===== config.mk =====
export PLATFORM = sky130hd
export DESIGN_NAME = alu
export DESIGN_NICKNAME = d
export VERILOG_FILES = /design/src/rtl/core_pkg.sv /design/src/rtl/alu.sv
export SDC_FILE = /design/constraint.sdc
export NUM_CORES = 1
export LEC_CHECK = 0
export ABC_AREA = 1
export BUFFER_PORTS_ARGS = -buffer_cell sky130_fd_sc_hd__buf_4
export CELL_PAD_IN_SITES_DETAIL_PLACEMENT = 0
export CELL_PAD_IN_SITES_GLOBAL_PLACEMENT = 1
export CORE_MARGIN = 5
export CORE_UTILIZATION = 40
export DETAILED_ROUTE_END_ITERATION = 10
export PLACE_DENSITY = 0.88
export SLEW_MARGIN = 0
export SYNTH_ARGS = -nofsm -noshare
export SYNTH_HDL_FRONTEND = slang
export SYNTH_SLANG_ARGS = --single-unit

===== constraint.sdc =====
create_clock -name vclk -period 5.2
set_clock_uncertainty 0.1 [all_clocks]
set_input_delay 0.78 -clock vclk [all_inputs]
set_output_delay 0.78 -clock vclk [all_outputs]
set_load 0.05 [all_outputs]

===== src/rtl/core_pkg.sv =====
`default_nettype none

package core_pkg;

	////////////////////
	// Sizes
	////////////////////
	localparam int XLEN        = 32;
	localparam int PC_W        = 12;		// Byte address of an instruction
	localparam int IM_WORDS    = 256;		// Instruction ROM depth
	localparam int IM_ADDR_W   = $clog2(IM_WORDS);
	localparam int DM_WORDS    = 1024;
	localparam int DM_ADDR_W   = $clog2(DM_WORDS);
	localparam int REG_COUNT   = 32;
	localparam int BHT_ENTRIES = 16;
	localparam int BHT_IDX_W   = $clog2(BHT_ENTRIES);
	localparam int BHT_TAG_W   = PC_W - 2 - BHT_IDX_W;	// PC bits above the index

	typedef logic [XLEN-1:0]              word_t;
	typedef logic [PC_W-1:0]              pc_t;
	typedef logic [DM_ADDR_W-1:0]         dm_addr_t;	// Word address
	typedef logic [$clog2(REG_COUNT)-1:0] reg_addr_t;
	typedef logic [XLEN/8-1:0]            byte_en_t;
	typedef logic [BHT_IDX_W-1:0]         bht_idx_t;

	////////////////////
	// Opcodes
	////////////////////
	localparam logic [6:0] OP_R      = 7'b0110011;
	localparam logic [6:0] OP_I      = 7'b0010011;
	localparam logic [6:0] OP_LUI    = 7'b0110111;
	localparam logic [6:0] OP_LOAD   = 7'b0000011;
	localparam logic [6:0] OP_STORE  = 7'b0100011;
	localparam logic [6:0] OP_BRANCH = 7'b1100011;
	localparam logic [6:0] OP_JAL    = 7'b1101111;

	typedef enum logic [2:0] {
		ALU_ADD, ALU_SUB, ALU_AND, ALU_OR, ALU_XOR, ALU_SLT, ALU_PASS_B
	} alu_op_e;

	typedef enum logic [1:0] {WB_PC4, WB_ALU, WB_IMM, WB_LOAD} wb_sel_e;

	// BR_NONE must stay zero, a cleared ctrl_t is then no branch
	typedef enum logic [2:0] {BR_NONE, BR_EQ, BR_NE, BR_LT, BR_GE} br_cond_e;

	typedef enum logic [1:0] {STRONG_NT, WEAK_NT, WEAK_T, STRONG_T} bht_cnt_e;

	////////////////////
	// Pipeline contents
	////////////////////
	typedef struct packed {
		alu_op_e  alu_op;
		logic     sel_op_b_imm;		// Operand B from immediate
		logic     reg_write;
		logic     mem_write;
		wb_sel_e  wb_sel;
		br_cond_e br_cond;
		logic     is_jump;			// JAL, resolved in decode
	} ctrl_t;

	typedef struct packed {
		logic  valid;
		pc_t   pc;
		word_t inst;
		logic  predicted;			// Fetch guessed taken
	} if_id_t;

	typedef struct packed {
		logic      valid;
		ctrl_t     ctrl;
		pc_t       pc;
		word_t     rs1_data;
		word_t     rs2_data;
		word_t     imm;
		reg_addr_t rd;
		logic      predicted;
	} id_exe_t;

	typedef struct packed {
		logic      valid;
		ctrl_t     ctrl;
		word_t     alu_res;		// Also the store address
		word_t     store_data;
		word_t     imm;
		reg_addr_t rd;
		pc_t       pc4;
	} exe_mem_t;

	typedef struct packed {
		logic      valid;
		ctrl_t     ctrl;
		word_t     alu_res;
		word_t     imm;
		reg_addr_t rd;
		pc_t       pc4;
	} mem_wb_t;

endpackage

`default_nettype wire


===== src/rtl/alu.sv =====
`timescale 1ns/1ps
`default_nettype none

module alu (
	input  core_pkg::word_t    op_a,
	input  core_pkg::word_t    op_b,
	input  core_pkg::alu_op_e  alu_op,
	input  core_pkg::br_cond_e br_cond,
	output core_pkg::word_t    res,
	output logic               branch_taken
);
	import core_pkg::*;

	logic zero;		// Operands equal
	logic less;		// Signed a < b

	assign zero = (op_a == op_b);
	assign less = $signed(op_a) < $signed(op_b);

	always_comb begin
		case (alu_op)
			ALU_ADD:    res = op_a + op_b;
			ALU_SUB:    res = op_a - op_b;
			ALU_AND:    res = op_a & op_b;
			ALU_OR:     res = op_a | op_b;
			ALU_XOR:    res = op_a ^ op_b;
			ALU_SLT:    res = word_t'(less);
			ALU_PASS_B: res = op_b;
			default:    res = '0;
		endcase
	end

	// Branch outcome from the same compare
	always_comb begin
		case (br_cond)
			BR_EQ:   branch_taken = zero;
			BR_NE:   branch_taken = !zero;
			BR_LT:   branch_taken = less;
			BR_GE:   branch_taken = !less;
			default: branch_taken = 1'b0;
		endcase
	end

endmodule

`default_nettype wire


==> impl_results.md, run 1 <==
* Rel. slew slack at 54.4%
* Post-synth top area cell: nand2_1
* I/O pins at 103
* Via density at 5.26
* Yosys warns at 0
* Ranking of synthesized cells by area: nand2_1, ha_1, inv_1, nand3_1, nor2_1
* Placement Rows at 46
* Fin nets at 1509
* Register area share after synthesis at 0%
* Area growth from synthesis to layout at 13.4%
* Post-CTS setup buffers at 0
* Total Power at 0.894 mW
* Synthesized area per cell at 5.16 um^2
* DIE AREA at 18900 um^2
* Pins over their slew limit at 0
* Worst Path Required at 4.32 ns
* Crit Path Category: input pin to output port
* Antenna Nets Post-Route at 0
* Seq Cell Count at 0
* Initial Util at 40.9%
* Min-Delay Path Class: input pin to output port
* Status: completed
* Clock buffers at 0
* Netlist cell types at 37
* Vias at 8133
* FF+latch area at 0 um^2
* Worst-path fanout max at 20
* Max-Cap Viols at 0
* Startpoint types: input pin
* Share of Yosys cell area claimed by the top area cell type at 22.0%
* Die Span X at 137 um
* RSZ-0062 raised after global routing: no
* Resized cells post-CTS at 0
* FILL cells at 1871
* WHS Path Cells at 4
* Clk pwr share at 0%
* Synthesized net count at 1436
* Count of final hold-check violations at 0
* Largest net degree at the start of global routing at 30
* Sw Pwr at 0.621 mW
* Tot GR Track Use at 25.6%
* Hold Path End: res[5]
* Global-route wire length before repair at 38600 um
* Max Freq at 256 MHz
* Gate power share at 100.0%
* IO buf count at 103
* Ant. Diodes at 0
* Leakage at 4.40 nW
* # DRC at 0
* Worst slew pin tran at 0.682 ns
* Sequential power share at 0%
* Post-Syn Area at 6490 um^2
* Drt initial violations at 779
* DR pass1 iterations at 5
* DP Cell Count at 1545
* Syn Inst Count at 1258
* Core area at 15900 um^2
* Setup TNS at 0 ns
* Setup Viol. Count Final at 0
* Tcrit/Tclk final at 75.1%
* Pwr/cell area at 122 nW/um^2
* Min cycle time layout at 3.91 ns
* DP HPWL at 20700 um
* Worst hold slack at 1.89 ns
* Max VDD drop at 0.0000682 V
* Final Wtd Congestion at 1.02
* Switch share at 69.4%
* Initial antenna violation count at 0
* Drt wl/cell at 15.9 um
* Grt ovf at 0
* Fraction of layout cells with a size suffix above 1 at 10.5%
* WP data arrival at 3.03 ns
* Number of global-route vias before repair at 7651
* Layout Cells excl Fill at 1545
* Cell internal pwr at 0.274 mW
* Die Ht at 137 um
* Worst Setup End Kind: output port
* Hold_buf cts at 0
* HP Start: op_b[5]
* Routed wire length at 24600 um
-- cell usage in the layout (no fill, tap or decap), types with 2 or more instances in the layout --
cell type and instances:
a21oi_1 68, nand2_1 380, nor2_2 8, and2_1 3
nor3_1 15, ha_1 106, nor3_2 3, a221oi_1 18
inv_2 5, nand2_2 5, nand3_1 118, a21oi_2 4
nor2_1 102, fa_1 2, o22ai_1 29, o21bai_1 10
o221ai_1 6, buf_4 110, nand3_2 2, inv_1 262
o211ai_1 5, o21ai_0 49, nand4_1 7, nor4_1 2
-- cell type report --
class	count	area, um^2	share of cell area (%)
Inverter	268	1010	13.7
Multi-Input combinational cell	951	5260	71.4
Tap cell	216	270	3.67
Timing Repair Buffer	110	826	11.2
-- cell usage after synthesis, drive strengths merged --
cell type,count
a21boi,2
a21o,1
a21oi,72
a221oi,18
a32oi,1
and2,3
buf,37
clkbuf,2
clkinv,1
fa,2
ha,106
inv,267
mux2i,1
nand2,385
nand3,120
nand4,7
nor2,111
nor3,19
nor3b,1
nor4,2
o211ai,5
o21ai,49
o21bai,10
o221ai,6
o22ai,29
or2,1
-- per-stage QoR --
stage / instance area, um^2 / utilization, % / setup slack, ns
2_1_floorplan: 6490 / - / 1.25
3_3_place_gp: 7360 / 46.3 / 1.36
3_5_place_dp: 7360 / 46.3 / 1.38
4_1_cts: 7360 / 46.3 / 1.38
5_1_grt: 7360 / 46.3 / 1.14
6_report: 7360 / 46.3 / 1.29
-- layer usage --
| metal | wire length, um | global-route usage [%] |
|---|---|---|
| met1 | 11400 | 37.9 |
| met2 | 10500 | 40.4 |
| met3 | 2280 | 3.18 |
| met4 | 425 | 3.55 |
| met5 | 0 | 0 |
-- worst max-delay path: stages --
cell and delay, ns:
buf_4 0.12, inv_1 0.14, nand2_1 0.34, nor2_2 0.62, buf_4 0.42, nand2_1 0.08
o21ai_0 0.10, nand2_1 0.08, nand3_1 0.12, buf_4 0.21
-- worst max path at each step --
stage | from | to | slack, ns
after floorplan | op_a[0] | res[10] | 1.25
after global placement | op_b[13] | res[29] | 1.36
after detailed placement | alu_op[1] | res[15] | 1.38
after CTS | alu_op[1] | res[15] | 1.38
after global routing | op_b[13] | res[29] | 1.14
final | alu_op[1] | res[15] | 1.29
-- power by group through the flow --
stage	Clock, mW	Sequential (mW)	Combinational, mW
floorplan	0	0	0.608
global placement	0	0	0.878
detailed placement	0	0	0.877
CTS	0	0	0.881
global route	0	0	0.981
finish	0	0	0.894
-- cells by family after synthesis --
logic type / synth area share, %
AO/OA/AOI/OAI: 17.8
adder cells (fa/ha/maj): 21.1
buffers and inverters: 19.2
multiplexers: 0.154
AND/OR/NAND/NOR: 41.8
(Power assumes the default switching activity.)
==> run 2: changes to the inputs <==
ABC_AREA = 0   (was 1)
PLACE_DENSITY = 0.84   (was 0.88)
clock period = 3.8 ns   (was 5.2 ns; I/O delays follow)
==> impl_results.md, run 2 <==
* Ant. Diodes at 0 (unchanged)
* Status: finished with violations
* Global-route wire length before repair at 36300 um (-6.1%)
* Worst Setup End Kind: output port
* Most frequent cells in the layout: buf_4, ha_1, inv_1
* Die Span X at 131 um (-4.8%)
* Routed wire length at 23400 um (-5.0%)
* Fin util at 61.8% (+15 points)
* Commonest non-fill, non-tap cell in the layout: buf_4
* Final Wtd Congestion at 1.00 (-2.1%)
* Tcrit/Tclk final at 100%
* FF+latch area at 0 um^2 (unchanged)
* Initial antenna violation count at 0 (unchanged)
* I/O pins at 103 (unchanged)
* Pre-CTS setup slack at -0.319 ns (-1.70 ns)
* Post-layout instance area at 8910 um^2 (+21%)
* Min cycle time layout at 3.81 ns
* # DRC at 0 (unchanged)
* Worst-path fanout max at 4 (-80%)
* Leakage at 4.13 nW (-6.1%)
* Cell internal pwr at 0.683 mW (+150%)
* Worst slew pin tran at 0.585 ns (-0.0974 ns)
* Failing checks: setup timing
* Fin nets at 1297 (-14%)
* Multi-input gate area at 6000 um^2 (+14%)
* Antenna Nets Post-Route at 0 (unchanged)
* DP HPWL at 17800 um (-14%)
* Largest net degree at the start of global routing at 63 (+110%)
* Via density at 5.90 (+12%)
* Post-Syn Area at 5830 um^2 (-10%)
* Pins over their slew limit at 0 (unchanged)
* Rel. slew slack at 60.9% (+6.5 points)
* Pwr/cell area at 179 nW/um^2 (+47%)
* Setup Viol. Count Final at 4 (+4)
* Ranking of synthesized cells by area: ha_1, a21oi_1, inv_1, mux2i_1, nor2_1
* Max VDD drop at 0.000101 V (+48%)
* Hold Path End: branch_taken
* Number of global-route vias before repair at 7305 (-4.5%)
* Synth cell count leaders: ha_1, inv_1, nor2_1, a21oi_1, nand2_1
* Core area at 14400 um^2 (-9.2%)
* Crit Path Category: input pin to output port
* FILL cells at 1334 (-29%)
* Post-synth top area cell: ha_1
* Vias at 7675 (-5.6%)
* Clk pwr share at 0% (unchanged)
* DP Cell Count at 1282 (-17%)
* Gate power share at 100.0% (about the same)
* Count of final hold-check violations at 0 (unchanged)
* Max-Cap Viols at 0 (unchanged)
* Layout Cells excl Fill at 1301 (-16%)
* Share of Yosys cell area claimed by the top area cell type at 22.7% (+0.76 points)
* Area growth from synthesis to layout at 52.7%
* Tot GR Track Use at 25.6% (+0.029 points)
* Startpoint types: input pin
* Sequential power share at 0% (unchanged)
* Max Freq at 262 MHz
* Sw Pwr at 0.912 mW (+47%)
* Placement Rows at 44 (-4.3%)
* Hold_buf cts at 0 (unchanged)
* Final Worst Setup Slack at -0.0114 ns (-1.30 ns)
* Synthesized net count at 1069 (-26%)
* Drt wl/cell at 18.0 um (+13%)
* WP data arrival at 3.14 ns (+0.11 ns)
* DR pass1 iterations at 5 (unchanged)
* Register area share after synthesis at 0% (unchanged)
* HP Start: br_cond[0]
* Synthesized area per cell at 6.55 um^2 (+27%)
* Setup TNS at -0.0236 ns (-0.0236 ns)
* Yosys warns at 0 (unchanged)
* IO buf count at 103 (unchanged)
* Drt initial violations at 607 (-22%)
* Worst Path Required at 3.13 ns (-1.19 ns)
* Placed Area at 7950 um^2 (+8.1%)
* Fraction of layout cells with a size suffix above 1 at 37.2% (+27 points)
* WHS Path Cells at 4 (unchanged)
* Grt ovf at 0 (unchanged)
* Die Ht at 131 um (-4.8%)
* Switch share at 57.2% (-12 points)
* Clock buffers at 0 (unchanged)
* Seq Cell Count at 0 (unchanged)
* Syn Inst Count at 891 (-29%)
* Netlist cell types at 74 (+100%)
* Initial Util at 40.4% (-0.41 points)
* DIE AREA at 17100 um^2 (-9.4%)
* Most frequent cell after synthesis: ha_1
* RSZ-0062 raised after global routing: yes
* Min-Delay Path Class: input pin to output port
[run 2: cell types whose count changed after synthesis, moves of 14 or more]
cell	change
nand2_1	-321
a21o_1	+17
nor2_1	-19
nand3_1	-103
clkbuf_1	+42
inv_1	-163
mux2i_1	+33
buf_2	-14
[run 2: metrics by stage]
step	power, mW	hold slack (ns)
floorplan	0.849	1.46
global placement	1.38	1.51
detailed placement	1.38	1.52
CTS	1.47	1.52
global route	1.71	1.53
finish	1.60	1.51
[run 2: kinds of logic (layout without fill, tap and decap cells)]
group | count (synthesis) | count (layout) | synth area share (%)
AOI/OAI and AO/OA | 332 | 332 | 38.5
and+or+nand+nor | 246 | 246 | 19.8
buffers and inverters | 159 | 385 | 10.6
adders and majority gates | 108 | 108 | 23.4
muxes | 35 | 35 | 6.03
xor gates and xnor gates | 11 | 11 | 1.65
[run 2: how the worst max path moves through the flow]
stage,end,startpoint,depth (start not counted)
5_1_grt,res[30],op_b[0],13
2_1_floorplan,res[0],op_b[4],13
3_5_place_dp,res[31],op_a[1],15
4_1_cts,res[16],op_b[5],14
3_3_place_gp,res[21],op_a[1],15
6_report,res[0],op_b[2],15
[run 2: final cells by class]
type	count	area share, %
multi-input combinational	732	67.4
timing repair buffer	285	25.7
inverter	100	4.35
tap	184	2.58
[run 2: per-layer routing]
| metal | part of all wire (%) | track usage (%) | up-vias |
|---|---|---|---|
| met3 | 8.1 | 1.95 | 58 |
| met5 | 0 | 0 | - |
| li1 | - | - | 3716 |
| met2 | 48 | 45.2 | 345 |
| met1 | 42 | 34.3 | 3556 |
| met4 | 2.6 | 5.20 | 0 |
[run 2: power by group through the flow]
| stage | Clock (mW) | Sequential (mW) | Combinational, mW |
|---|---|---|---|
| 2_1_floorplan | 0 | 0 | 0.849 |
| 3_3_place_gp | 0 | 0 | 1.38 |
| 3_5_place_dp | 0 | 0 | 1.38 |
| 4_1_cts | 0 | 0 | 1.47 |
| 5_1_grt | 0 | 0 | 1.71 |
| 6_report | 0 | 0 | 1.60 |
[run 2: what timing repair did]
action,4_1_cts,5_1_grt
buffers inserted,6,13
pin swaps,21,34
endpoints found under the hold margin,0,0
setup endpoints to repair,20,23
gates resized for setup,74,104
[run 2: worst max-delay path, cell delays in order]
cell and delay (ns):
buf_4 0.09, inv_2 0.05, ha_4 0.30, buf_4 0.15, buf_4 0.15, o21bai_4 0.08, nand3_2 0.11, a41oi_4 0.15
or3_4 0.46, nand2_2 0.11, o311ai_4 0.13, nand2_1 0.13, a21boi_2 0.07, o41ai_2 0.33, buf_4 0.26
==> run 3: changes to the inputs <==
clock period = 3.85 ns   (was 3.8 ns; I/O delays follow)
==> impl_results.md, run 3 (synthesized netlist as in run 2, its figures left out) <==
* Hold Path End: branch_taken
* Count of final hold-check violations at 0 (unchanged)
* DR pass1 iterations at 6 (+1)
* Antenna Nets Post-Route at 0 (unchanged)
* Setup Viol. Count Final at 1 (-3)
* Status: finished with violations
* Rel. slew slack at 60.8% (about the same)
* Drt wl/cell at 17.5 um (-2.5%)
* Largest net degree at the start of global routing at 63 (unchanged)
* Startpoint types: input pin
* Core area at 14400 um^2 (unchanged)
* Gate power share at 100.0% (about the same)
* Post-layout instance area at 8270 um^2 (-7.1%)
* Switch share at 58.4% (+1.3 points)
* Fraction of layout cells with a size suffix above 1 at 31.6% (-5.7 points)
* Worst Path Required at 3.17 ns (+0.04 ns)
* Delay of the slowest critical-path stage at 0.39 ns (-0.07 ns)
* IO buf count at 103 (unchanged)
* Min cycle time layout at 3.85 ns
* Max Freq at 260 MHz
* WP data arrival at 3.17 ns (+0.03 ns)
* Setup TNS at -0.000196 ns (+0.0234 ns)
* I/O pins at 103 (unchanged)
* Die Ht at 131 um (unchanged)
* DIE AREA at 17100 um^2 (unchanged)
* Min-Delay Path Class: input pin to output port
* Commonest non-fill, non-tap cell in the layout: buf_4
* CP Cell Sequence: buf_8 -> ha_4 -> fa_2 -> a21oi_4 -> o22ai_4 -> o31ai_4 -> nor3_4 -> a31oi_4 -> o31a_1 -> o41ai_2 -> xnor2_1 -> o211ai_1 -> buf_4
* DP HPWL at 17000 um (-4.9%)
* Seq Cell Count at 0 (unchanged)
* Crit Path Category: input pin to output port
* Initial Util at 40.4% (unchanged)
* Pins over their slew limit at 0 (unchanged)
* Most frequent cells in the layout: buf_4, ha_1, inv_1
* Fin util at 57.4% (-4.4 points)
* Die Span X at 131 um (unchanged)
* Sw Pwr at 0.851 mW (-6.6%)
* Initial antenna violation count at 0 (unchanged)
* Worst Setup End Kind: output port
* Via density at 5.85 (-0.88%)
* RSZ-0062 raised after global routing: yes
* FILL cells at 1398 (+4.8%)
* Max-Cap Viols at 0 (unchanged)
* Top Family by Delay on Critical Path: compound AO/OA/AOI/OAI gates
* FF+latch area at 0 um^2 (unchanged)
* Clk pwr share at 0% (unchanged)
* HP Start: br_cond[0]
* CP Buf/Inv Count at 2 (-3)
* Tcrit/Tclk final at 100%
* Final Worst Setup Slack at -0.000196 ns (+0.0112 ns)
* Multi-input gate area at 5750 um^2 (-4.3%)
* Failing checks: setup timing
* Clock buffers at 0 (unchanged)
* Max VDD drop at 0.0000985 V (-2.4%)
* Worst-path fanout max at 4 (unchanged)
* Placement Rows at 44 (unchanged)
* # DRC at 0 (unchanged)
* Placed Area at 7690 um^2 (-3.3%)
* Worst slew pin tran at 0.585 ns (+0.000484 ns)
* WHS Path Cells at 4 (unchanged)
* Number of global-route vias before repair at 7137 (-2.3%)
* Global-route wire length before repair at 34500 um (-5.0%)
* Fin nets at 1254 (-3.3%)
* Hold_buf cts at 0 (unchanged)
* Total Power at 1.46 mW (-8.6%)
* Sequential power share at 0% (unchanged)
* Ant. Diodes at 0 (unchanged)
* Vias at 7356 (-4.2%)
* Tot GR Track Use at 24.1% (-1.5 points)
* Area growth from synthesis to layout at 41.8%
* Cell internal pwr at 0.606 mW (-11%)
* Critical-path top delay cell: fa_2
* Pwr/cell area at 176 nW/um^2 (-1.7%)
* Drt initial violations at 692 (+14%)
* Grt ovf at 0 (unchanged)
* Leakage at 3.88 nW (-6.0%)
* Final Wtd Congestion at 0.945 (-5.5%)
* Pre-CTS setup slack at -0.191 ns (+0.128 ns)
* Routed wire length at 22000 um (-5.7%)
run 3: cell types whose count changed in the layout (fill, tap and decap cells not counted), sizes merged:
cell	delta
buf	-43
run 3: worst max-delay path by stage:
| stage | start | endpoint | slack (ns) | cells past startpoint |
|---|---|---|---|---|
| final | op_b[0] | res[30] | -0.0002 | 13 |
| after global routing | op_b[0] | res[28] | -0.09 | 14 |
| after CTS | op_a[1] | res[17] | -0.05 | 13 |
| after detailed placement | op_a[5] | res[31] | -0.19 | 15 |
| after global placement | op_a[5] | res[31] | -0.21 | 15 |
| after floorplan | op_b[4] | res[0] | -0.08 | 13 |
run 3: final cells by class:
class,instances,area share (%)
multi-input combinational,732,69.4
timing repair buffer,242,23.2
inverter,100,4.63
tap,184,2.78
run 3: layer usage:
layer	vias to the layer above	track usage (%)	part of all wire [%]
met5	-	0	0
met4	0	5.38	2.1
met3	47	1.46	6.5
met2	284	43.0	48
met1	3398	32.0	43
li1	3627	-	-
run 3: power groups by stage:
| stage | combinational (mW) | sequential [mW] | clock, mW |
|---|---|---|---|
| finish | 1.46 | 0 | 0 |
| floorplan | 0.834 | 0 | 0 |
| global placement | 1.32 | 0 | 0 |
| detailed placement | 1.32 | 0 | 0 |
| global route | 1.56 | 0 | 0 |
| CTS | 1.37 | 0 | 0 |
run 3: metrics by stage:
stage	hold WS, ns	std cells
final	1.52	1258
after global routing	1.55	1258
after CTS	1.52	1253
after detailed placement	1.52	1250
after global placement	1.53	1250
after floorplan	1.48	891
run 3: timing repair:
item	CTS	global route
buffers inserted	3	5
gates resized for setup	32	86
endpoints found under the setup margin	19	23
cloned	0	0
pin swaps	16	24
